$ cat config.mk
export PLATFORM = sky130hd
export DESIGN_NAME = cl_dark_top
export DESIGN_NICKNAME = d
export VERILOG_FILES = /design/src/cl_dark_pkg.sv /design/src/cl_dark_top.sv /design/src/cl_line_unpack.sv /design/src/dark_coeff_queue.sv /design/src/dark_subtract.sv
export SDC_FILE = /design/constraint.sdc
export NUM_CORES = 1
export LEC_CHECK = 0
export BUFFER_PORTS_ARGS = -buffer_cell sky130_fd_sc_hd__buf_2
export CAP_MARGIN = 20
export CORE_MARGIN = 5
export CORE_UTILIZATION = 47
export CTS_CLUSTER_SIZE = 8
export DETAILED_ROUTE_END_ITERATION = 10
export GPL_ROUTABILITY_DRIVEN = 0
export PLACE_DENSITY_LB_ADDON = 0.25
export SETUP_SLACK_MARGIN = 0.15
export SYNTH_ARGS = -nofsm -noshare
export SYNTH_HDL_FRONTEND = slang
export SYNTH_SLANG_ARGS = --single-unit
$ cat constraint.sdc
create_clock -name reset -period 24.2 [get_ports reset]
set_clock_uncertainty 0.1 [all_clocks]
set_input_delay 3.63 -clock reset [delete_from_list [all_inputs] [get_ports reset]]
set_output_delay 3.63 -clock reset [all_outputs]
set_load 0.01 [all_outputs]
$ cat src/cl_dark_pkg.sv
package cl_dark_pkg;

  localparam int dn_width        = 12; // bits per pixel value
  localparam int col_width       = 12;
  localparam int n_lanes         = 4;  // pixel lanes per half
  localparam int n_ports         = 10; // camera link byte ports a..j
  localparam int queue_depth     = 8;
  localparam int queue_ptr_width = 3;

  // kind sits in the low two bits of a coefficient word
  typedef enum logic [1:0] {
    kind_invalid       = 2'd0,
    kind_pixel         = 2'd1,
    kind_row_reducer   = 2'd2,
    kind_patch_reducer = 2'd3
  } coeff_kind_e;

  typedef enum logic [2:0] {
    cl_phase0    = 3'd0,
    cl_phase1    = 3'd1,
    cl_phase2    = 3'd2,
    cl_interline = 3'd3,
    cl_error     = 3'd4 // final until reset
  } cl_state_e;

  // a..e carry the top half, f..j the bottom half
  typedef struct packed {
    logic [7:0] a;
    logic [7:0] b;
    logic [7:0] c;
    logic [7:0] d;
    logic [7:0] e;
    logic [7:0] f;
    logic [7:0] g;
    logic [7:0] h;
    logic [7:0] i;
    logic [7:0] j;
  } cl_ports_t;

  typedef struct packed {
    logic [n_lanes-1:0][dn_width-1:0] top;
    logic [n_lanes-1:0][dn_width-1:0] btm;
  } dark_set_t;

  typedef struct packed {
    dark_set_t   dark;
    coeff_kind_e kind;
  } coeff_word_t;

  typedef struct packed {
    logic [n_lanes-1:0][dn_width-1:0] top;
    logic [n_lanes-1:0][dn_width-1:0] btm;
    logic [col_width-1:0]             l_col; // column of lane 0
    logic [col_width-1:0]             r_col; // last column of the beat
    logic                             e012_valid;
    logic                             e3_valid;
  } raw_pixels_t;

  // same layout as raw_pixels_t, values are dark corrected
  typedef struct packed {
    logic [n_lanes-1:0][dn_width-1:0] top;
    logic [n_lanes-1:0][dn_width-1:0] btm;
    logic [col_width-1:0]             l_col;
    logic [col_width-1:0]             r_col;
    logic                             e012_valid;
    logic                             e3_valid;
  } corr_pixels_t;

endpackage

$ cat src/cl_dark_top.sv
`timescale 1ns/1ps
module cl_dark_top (
  input  logic                      reset,   // pixel clock
  input  logic                      bus_clk, // async reset, active high
  input  logic                      cl_lval,
  input  cl_dark_pkg::cl_ports_t    cl_bytes,
  input  cl_dark_pkg::coeff_word_t  coeff_in,
  input  logic                      coeff_strobe,
  output cl_dark_pkg::corr_pixels_t pix_out,
  output logic                      pix_valid,
  output logic                      error,
  output logic                      coeff_full
);

  cl_dark_pkg::dark_set_t   coeff_head;
  cl_dark_pkg::raw_pixels_t raw;
  logic                     coeff_empty;
  logic                     coeff_pop;
  logic                     raw_valid;

  cl_line_unpack u_unpack (
    .reset       (reset),
    .bus_clk     (bus_clk),
    .cl_lval     (cl_lval),
    .cl_bytes    (cl_bytes),
    .coeff_empty (coeff_empty),
    .coeff_pop   (coeff_pop),
    .raw         (raw),
    .raw_valid   (raw_valid),
    .error       (error)
  );

  dark_coeff_queue u_queue (
    .reset        (reset),
    .bus_clk      (bus_clk),
    .coeff_in     (coeff_in),
    .coeff_strobe (coeff_strobe),
    .coeff_pop    (coeff_pop),
    .coeff_head   (coeff_head),
    .coeff_empty  (coeff_empty),
    .coeff_full   (coeff_full)
  );

  // second pipeline stage, two edges from beat to pix_valid
  dark_subtract u_subtract (
    .reset      (reset),
    .bus_clk    (bus_clk),
    .raw        (raw),
    .raw_valid  (raw_valid),
    .coeff_head (coeff_head),
    .pix_out    (pix_out),
    .pix_valid  (pix_valid)
  );

endmodule

$ cat src/cl_line_unpack.sv
`timescale 1ns/1ps
module cl_line_unpack (
  input  logic                     reset,   // pixel clock
  input  logic                     bus_clk, // active-high async reset
  input  logic                     cl_lval,
  input  cl_dark_pkg::cl_ports_t   cl_bytes,
  input  logic                     coeff_empty,
  output logic                     coeff_pop,
  output cl_dark_pkg::raw_pixels_t raw,
  output logic                     raw_valid,
  output logic                     error
);

  cl_dark_pkg::cl_state_e state, state_nxt;
  logic [cl_dark_pkg::col_width-1:0] l_col_nxt;
  logic [cl_dark_pkg::col_width-1:0] r_col, r_col_nxt;
  logic accept;

  logic [cl_dark_pkg::n_ports-1:0][7:0] port_bytes; // a at the top index
  logic [7:0] keep_top, keep_btm;                   // remainder bits between phases
  logic [7:0] keep_top_nxt, keep_btm_nxt;
  logic [cl_dark_pkg::n_lanes-1:0][cl_dark_pkg::dn_width-1:0] dn_top_nxt, dn_btm_nxt;

  // unpacks one half with b[4] as its first byte
  function automatic void unpack_half(
    input  cl_dark_pkg::cl_state_e                   st,
    input  logic [cl_dark_pkg::n_ports/2-1:0][7:0]   b,
    input  logic [7:0]                               keep_in,
    output logic [cl_dark_pkg::n_lanes-1:0][cl_dark_pkg::dn_width-1:0] dn,
    output logic [7:0]                               keep_out
  );
    keep_out = keep_in;
    dn[3]    = '0; // lane 3 only filled in phase 2
    case (st)
      cl_dark_pkg::cl_phase1: begin
        dn[0]    = {keep_in[3:0], b[4]};
        dn[1]    = {b[3], b[2][7:4]};
        dn[2]    = {b[2][3:0], b[1]};
        keep_out = b[0]; // whole last byte carried
      end
      cl_dark_pkg::cl_phase2: begin
        dn[0] = {keep_in, b[4][7:4]};
        dn[1] = {b[4][3:0], b[3]};
        dn[2] = {b[2], b[1][7:4]};
        dn[3] = {b[1][3:0], b[0]};
      end
      default: begin // phase 0 and the first beat of a line
        dn[0]    = {b[4], b[3][7:4]};
        dn[1]    = {b[3][3:0], b[2]};
        dn[2]    = {b[1], b[0][7:4]};
        keep_out = {4'h0, b[0][3:0]};
      end
    endcase
  endfunction

  assign port_bytes = cl_bytes;

  assign accept    = (state != cl_dark_pkg::cl_error) && cl_lval && !coeff_empty;
  assign coeff_pop = accept; // head is consumed on the beat edge
  assign error     = (state == cl_dark_pkg::cl_error);

  assign l_col_nxt = r_col + cl_dark_pkg::col_width'(1); // first column of the beat

  always_comb begin
    unpack_half(state, port_bytes[cl_dark_pkg::n_ports-1 -: cl_dark_pkg::n_ports/2],
                keep_top, dn_top_nxt, keep_top_nxt);
    unpack_half(state, port_bytes[cl_dark_pkg::n_ports/2-1:0],
                keep_btm, dn_btm_nxt, keep_btm_nxt);
  end

  // state and column sequencing
  always_comb begin
    state_nxt = state;
    r_col_nxt = r_col;
    if (state != cl_dark_pkg::cl_error) begin
      if (!cl_lval) begin
        state_nxt = cl_dark_pkg::cl_interline;
        r_col_nxt = '1; // next line starts at column 0
      end else if (coeff_empty) begin
        state_nxt = cl_dark_pkg::cl_error; // beat without a dark value
      end else begin
        case (state)
          cl_dark_pkg::cl_phase1: begin
            state_nxt = cl_dark_pkg::cl_phase2;
            r_col_nxt = r_col + cl_dark_pkg::col_width'(3);
          end
          cl_dark_pkg::cl_phase2: begin
            state_nxt = cl_dark_pkg::cl_phase0;
            r_col_nxt = r_col + cl_dark_pkg::col_width'(4);
          end
          default: begin
            state_nxt = cl_dark_pkg::cl_phase1;
            r_col_nxt = r_col + cl_dark_pkg::col_width'(3);
          end
        endcase
      end
    end
  end

  always_ff @(posedge reset or posedge bus_clk) begin
    if (bus_clk) begin
      state     <= cl_dark_pkg::cl_interline;
      r_col     <= '0;
      raw_valid <= 1'b0;
    end else begin
      state     <= state_nxt;
      r_col     <= r_col_nxt;
      raw_valid <= accept;
    end
  end

  // beat payload and remainder buffers
  always_ff @(posedge reset) begin
    if (accept) begin
      raw.top        <= dn_top_nxt;
      raw.btm        <= dn_btm_nxt;
      raw.l_col      <= l_col_nxt;
      raw.r_col      <= r_col_nxt;
      raw.e012_valid <= (state_nxt != cl_dark_pkg::cl_interline);
      raw.e3_valid   <= (state_nxt == cl_dark_pkg::cl_phase0); // four-value beat
      keep_top       <= keep_top_nxt;
      keep_btm       <= keep_btm_nxt;
    end
  end

endmodule

$ cat src/dark_coeff_queue.sv
`timescale 1ns/1ps
module dark_coeff_queue (
  input  logic                     reset,   // pixel clock
  input  logic                     bus_clk, // async reset, active high
  input  cl_dark_pkg::coeff_word_t coeff_in,
  input  logic                     coeff_strobe,
  input  logic                     coeff_pop,
  output cl_dark_pkg::dark_set_t   coeff_head,
  output logic                     coeff_empty,
  output logic                     coeff_full
);

  cl_dark_pkg::dark_set_t mem [cl_dark_pkg::queue_depth];

  logic [cl_dark_pkg::queue_ptr_width-1:0] wr_ptr, rd_ptr;
  logic [cl_dark_pkg::queue_ptr_width:0]   count; // one extra bit for full
  logic wr_en;

  // only pixel words are kept, everything else falls on the floor
  assign wr_en = coeff_strobe && !coeff_full
                 && (coeff_in.kind == cl_dark_pkg::kind_pixel);

  assign coeff_full  = (count == (cl_dark_pkg::queue_ptr_width + 1)'(cl_dark_pkg::queue_depth));
  assign coeff_empty = (count == '0);
  assign coeff_head  = mem[rd_ptr]; // fall-through head

  always_ff @(posedge reset or posedge bus_clk) begin
    if (bus_clk) begin
      wr_ptr <= '0;
      rd_ptr <= '0;
      count  <= '0;
    end else begin
      if (wr_en)
        wr_ptr <= wr_ptr + cl_dark_pkg::queue_ptr_width'(1);
      if (coeff_pop)
        rd_ptr <= rd_ptr + cl_dark_pkg::queue_ptr_width'(1); // pointers wrap
      case ({wr_en, coeff_pop})
        2'b10:   count <= count + 1'b1;
        2'b01:   count <= count - 1'b1;
        default: count <= count;
      endcase
    end
  end

  always_ff @(posedge reset) begin
    if (wr_en)
      mem[wr_ptr] <= coeff_in.dark;
  end

endmodule

$ cat src/dark_subtract.sv
`timescale 1ns/1ps
module dark_subtract (
  input  logic                      reset,   // pixel clock
  input  logic                      bus_clk, // async reset, active high
  input  cl_dark_pkg::raw_pixels_t  raw,
  input  logic                      raw_valid,
  input  cl_dark_pkg::dark_set_t    coeff_head,
  output cl_dark_pkg::corr_pixels_t pix_out,
  output logic                      pix_valid
);

  cl_dark_pkg::dark_set_t dark_q;

  // head sampled every edge
  // on a beat edge that is the word being popped, aligned with raw
  always_ff @(posedge reset) begin
    dark_q <= coeff_head;
  end

  always_ff @(posedge reset) begin
    if (raw_valid) begin
      for (int k = 0; k < cl_dark_pkg::n_lanes; k++) begin
        pix_out.top[k] <= raw.top[k] - dark_q.top[k]; // wraps mod 2^dn_width
        pix_out.btm[k] <= raw.btm[k] - dark_q.btm[k];
      end
      pix_out.l_col      <= raw.l_col;
      pix_out.r_col      <= raw.r_col;
      pix_out.e012_valid <= raw.e012_valid;
      pix_out.e3_valid   <= raw.e3_valid;
    end
  end

  always_ff @(posedge reset or posedge bus_clk) begin
    if (bus_clk)
      pix_valid <= 1'b0;
    else
      pix_valid <= raw_valid;
  end

endmodule

== Word level (Yosys, flattened, before mapping) ==
Memories as Yosys holds them, arrays and structs flattened. A register that Yosys moved wholly into a read port is not among the register bits.
Index checks and enable logic that the tools add are counted.

* Flip-flop bits (word level): 287
* Bits in writable memories: 768
* Output and inout port bits: 125
* Word-level logic and storage cells: 84
* Memories kept: 1

* $add $sub $neg: 15
* Eq/ne operators: 9
* Muxes and demuxes: 15
* Bitwise logic cells: 1
* Reductions and logical operators: 10

{| class="wikitable"
|+ Memory list
! memory !! words !! width !! rd ports !! clocked after memory_dff !! wr ports !! RTL line !! RTL
|-
| u_queue.mem || 8 || 96 || 1 || 1 || 1 || dark_coeff_queue.sv:13 || <nowiki>cl_dark_pkg::dark_set_t mem [cl_dark_pkg::queue_depth];</nowiki>
|}

{| class="wikitable"
|+ Operators with widths
! kind !! count
|-
| $pmux 36 s2 || 2
|-
| $sub 12x12->12 || 8
|-
| $mux 12 || 4
|-
| $pmux 8 s2 || 2
|-
| $add 12x1->12 const B || 1
|-
| $add 12x2->12 const B || 1
|-
| $add 12x3->12 const B || 1
|-
| $mux 3 || 3
|-
| $pmux 4 s2 || 1
|-
| $add 3x1->3 const B || 2
|-
| $add 4x1->4 const B || 1
|-
| $eq 2x1->1 const B || 2
|-
| $eq 4x4->1 const B || 1
|-
| $logic_and 1x1->1 || 4
|-
| $logic_not 4->1 || 1
|-
| $pmux 2 s2 || 1
|-
| $sub 4x1->4 const B || 1
|-
| $eq 3x1->1 const B || 1
|-
| $eq 3x2->1 const B || 1
|-
| $eq 3x3->1 const B || 1
|-
| $logic_not 3->1 || 1
|-
| $ne 3x2->1 const B || 1
|-
| $ne 3x3->1 const B || 1
|-
| $eq 2x2->1 const B || 1
|-
| 5 further kinds || 7
|}

== Depth between registers and ports, before layout ==
* Word-level depth: 6
* Depth in mapped cells: 13
* Mapped depth without buffers: 13

== Cells and area by module ==
A second synthesis with hierarchy kept.

* Cells, all modules: 2514
* Area, all modules: 45996.6 µm²

{| class="wikitable"
|+ Modules (own cells, without submodules)
! module !! instances !! cells an instance !! area an instance (µm²) !! sequential area each (µm²)
|-
| dark_coeff_queue || 1 || 1173 || 29449.5 || 23312.4
|-
| dark_subtract || 1 || 803 || 9848.2 || 5610.4
|-
| cl_line_unpack || 1 || 538 || 6698.9 || 4546.9
|}

== Worst setup path before layout ==
OpenSTA, ideal clock, no wires.

* Kind: input to register
* From: input port coeff_in[1] (netlist name)
* To: memory u_queue.mem[0][0] (netlist name) (enable)
* Setup time: 0.668 ns
* Data arrival time: 10.668 ns
* Data required time: 23.432 ns
* Slack: 12.764 ns
* Cell stages on the path: 3
* Cell sequence: nor3_1 > nand2b_1 > nor3_1

* Longest elaborated chain between the ends: 4

{| class="wikitable"
|+ RTL lines
! element !! RTL line !! RTL
|-
| start: declaration || cl_dark_top.sv:7 || <nowiki>input cl_dark_pkg::coeff_word_t coeff_in,</nowiki>
|-
| $eq 2x1->1 || dark_coeff_queue.sv:21 || <nowiki>&& (coeff_in.kind == cl_dark_pkg::kind_pixel);</nowiki>
|-
| $logic_and 1x1->1 || dark_coeff_queue.sv:21 ||
|-
| $mux 1 || dark_coeff_queue.sv:46 || <nowiki>if (wr_en)</nowiki>
|-
| $mux 1 (implied by the code) || dark_coeff_queue.sv:47 || <nowiki>mem[wr_ptr] <= coeff_in.dark;</nowiki>
|-
| end: declaration || dark_coeff_queue.sv:13 ||
|}

No other way between the ends.

== Worst setup path in the final report ==
* From: input port coeff_in[1] (netlist name)
* To: memory u_queue.mem[7][40] (netlist name) (enable)

Same word-level chain as after synthesis.

==> impl_metrics.env <==
export IMPL_status="finished, final reports clean"
export IMPL_die_height_um=322.2
export IMPL_die_area_sq_mm=0.1038
export IMPL_power_internal_w=0.004900
export IMPL_fin_crit_ns=6.159
export IMPL_clock_sinks=1151
export IMPL_grt_pass1_wl_um=166500
export IMPL_synth_distinct_cells=69
export IMPL_synth_edf_count=1028
export IMPL_holdBufCountCts=0
export IMPL_power_frac_clock_pct=29.4
export IMPL_drc=0
export IMPL_whs_path_depth=0
export IMPL_synth_seq_cells=1151
export IMPL_io_pins=307
export IMPL_initial_core_util_pct=47.37
export IMPL_holdWs_ns=0.3157
export IMPL_drt_pass1_iterations=6
export IMPL_area_delta_synth_final_pct=17.31
export IMPL_critical_path_class="in2reg"
export IMPL_netlist_instances=2557
export IMPL_clk_pin_slew_ns=0.05
export IMPL_grt_antenna_before_repair=36
export IMPL_synth_most_common_cell="edfxtp_1"
export IMPL_setup_viol=0
export IMPL_finalHoldViolations=0
export IMPL_synth_seq_area_share_pct=73.06
export IMPL_worst_pin_slew_ns=1.158
export IMPL_seq_area_sq_mm=0.03348
export IMPL_syn_area_sq_mm=0.04581
export IMPL_max_cap_violations=0
export IMPL_routed_wl_um=113600
export IMPL_pwr_share_seq_pct=39.8
export IMPL_grt_max_degree=84
export IMPL_drt_initial_drc_count=2441
export IMPL_ys_async_sr_fraction_pct=2.346
export IMPL_syn_area_per_cell_sq_um=17.92
export IMPL_globalRoute_busiestLayer="met2"
export IMPL_synth_nets=2843
export IMPL_rsz0062_at_grt="no"
export IMPL_placed_cell_area_sq_mm=0.04891
export IMPL_cts_buffers=162
export IMPL_synth_warnings=0
export IMPL_grt_usage_pct=21.78
export IMPL_synth_common_cells="1028 x edfxtp_1, 204 x nand2_1, 192 x mux4_2"
export IMPL_slew_headroom_pct=22.80
export IMPL_dieWidth_um=322.2
export IMPL_end_kind="register"
export IMPL_path_max_fanout=58
export IMPL_fin_crit_sh_pct=25.45
export IMPL_nets=3257
export IMPL_vias_per_cell=5.662
export IMPL_synth_top_area_cell="edfxtp_1"
export IMPL_switchingPower_w=0.002264
export IMPL_wire_per_inst_um=25.86
export IMPL_postRouteAntennaNets=0
export IMPL_r2r_cells=7
export IMPL_multi_input_area_sq_mm=0.01155
export IMPL_grt_ovfl_total=0
export IMPL_grt_pass1_vias=25153
export IMPL_p_leak_nw=19.22
export IMPL_use_met3_pct=5.132
export IMPL_port_buffers=306
export IMPL_drive_gt1_share_pct=26.93
export IMPL_clkLatencyLatePin_ns=0.74
export IMPL_worstSetupStartpointType="input port"
export IMPL_core_area_sq_mm=0.09671
export IMPL_use_met2_pct=34.18
export IMPL_cts_root_buf="clkbuf_16"
export IMPL_critPathArrivalTime_ns=6.40
export IMPL_vdd_ir_drop_max_uv=80.69
export IMPL_cts_tree="built"
export IMPL_cts_setup_buffers=0
export IMPL_power_total_w=0.007164
export IMPL_netlist_area_leader_share_pct=67.38
export IMPL_h_tree_depth=4
export IMPL_ys_flop_type="edfxtp_1"
export IMPL_swShare_pct=31.60
export IMPL_rows=114
export IMPL_post_dp_hpwl_um=74020
export IMPL_fin_area_sq_mm=0.05374
export IMPL_fin_setup_tns_ns=0
export IMPL_hp_class="reg2reg"
export IMPL_cts_resized=0
export IMPL_critPathRequiredTime_ns=24.44
export IMPL_cts_max_path_buffers=3
export IMPL_p_comb_share_pct=30.8
export IMPL_drv_slew=0
export IMPL_fmax_mhz=162.4
export IMPL_fin_ws_ns=18.04
export IMPL_place_ws_ns=17.26
export IMPL_synth_area_top_cells="edfxtp_1 67%, mux4_2 9.4%, dfxtp_1 4.2%, ha_1 2.6%, mux2_2 2.4%"
export IMPL_fillCellCount=7446
export IMPL_vias=24869
export IMPL_met1_usage_pct=31.32
export IMPL_power_density_mw_per_mm2=133.3
[layer usage]
layer  share of wire (%)  up-vias
li1                    -    10838
met1                  42    12734
met2                  47     1071
met3                 8.6      208
met4                 2.1       18
met5                0.10        -
[cells by family after synthesis]
| group | share of synthesized area, % |
|---|---|
| xor+xnor | 1.931 |
| fa+ha+maj | 2.971 |
| compound gates | 3.930 |
| simple gates | 4.394 |
| flops | 73.06 |
| buf+inv | 1.893 |
| mux | 11.82 |
[power groups by stage]
stage               Clock, W  Sequential, W  Combinational [W]
detailed placement         0        0.00290            0.00221
finish               0.00210        0.00285            0.00221
floorplan                  0        0.00283            0.00152
CTS                  0.00215        0.00287            0.00223
global route         0.00224        0.00288            0.00241
global placement           0        0.00289            0.00218
[cell usage in the layout, fill, tap and decap left out, types with 21 or more instances in the layout]
master	count
dfrtp_1	21
a22oi_1	72
nor2_1	63
clkbuf_1	119
nand2_1	204
a21oi_1	59
xor2_1	38
ha_1	96
mux2_2	97
inv_1	131
nor2b_1	23
clkbuf_16	166
o21ai_0	39
buf_4	30
buf_2	306
and2_1	32
xnor2_1	63
dfxtp_1	96
edfxtp_1	1028
mux4_2	192
[worst max-delay path, stage by stage]
cell	delay (ns)
buf_2	0.10
nor3_1	0.24
buf_4	0.21
nand2_1	0.22
nor2_4	0.57
buf_4	0.49
buf_4	0.86
[per-stage QoR]
stage                     util, %  instances
after floorplan                 -       2557
after global placement      50.58       4082
after detailed placement    50.58       4082
after CTS                   55.51       4379
after global routing        55.54       4380
final                       55.57       4392
[cell type report]
class	count	area share, %
flip-flops and latches	1151	62.30
multi-input cells	1185	21.49
clock buffers	286	8.586
repair buffers	338	3.357
well taps	1276	2.971
inverters	133	0.9382
clock inverters	11	0.2957
diodes	12	0.05587
[final timing paths]
| kind | end | slack, ns | startpoint |
|---|---|---|---|
| worst max-delay path | u_queue.mem[7][40] | 18.04 | coeff_in[1] |
| worst min-delay path | u_subtract.pix_out[4] | 0.32 | u_unpack.raw[4] |
| worst max register to register | u_queue.mem[7][40] | 20.35 | u_queue.count[0] |
| worst min register to register | u_subtract.pix_out[4] | 0.32 | u_unpack.raw[4] |
| max in group asynchronous | u_queue.rd_ptr[2] | 20.80 | bus_clk |
| min in group asynchronous | u_subtract.pix_valid | 2.87 | bus_clk |
[sequential cells by signal, indices dropped and copies added (netlist names)]
name,cells
u_queue.count,4
u_unpack.raw,122
u_queue.wr_ptr,3
u_subtract.pix_valid,1
u_unpack.raw_valid,1
u_queue.mem,768
u_unpack.keep_btm,8
u_unpack.state,3
u_subtract.dark_q,96
u_unpack.keep_top,8
u_unpack.r_col,12
u_queue.rd_ptr,3
u_subtract.pix_out,122
Power figures use the tool's default switching activity.
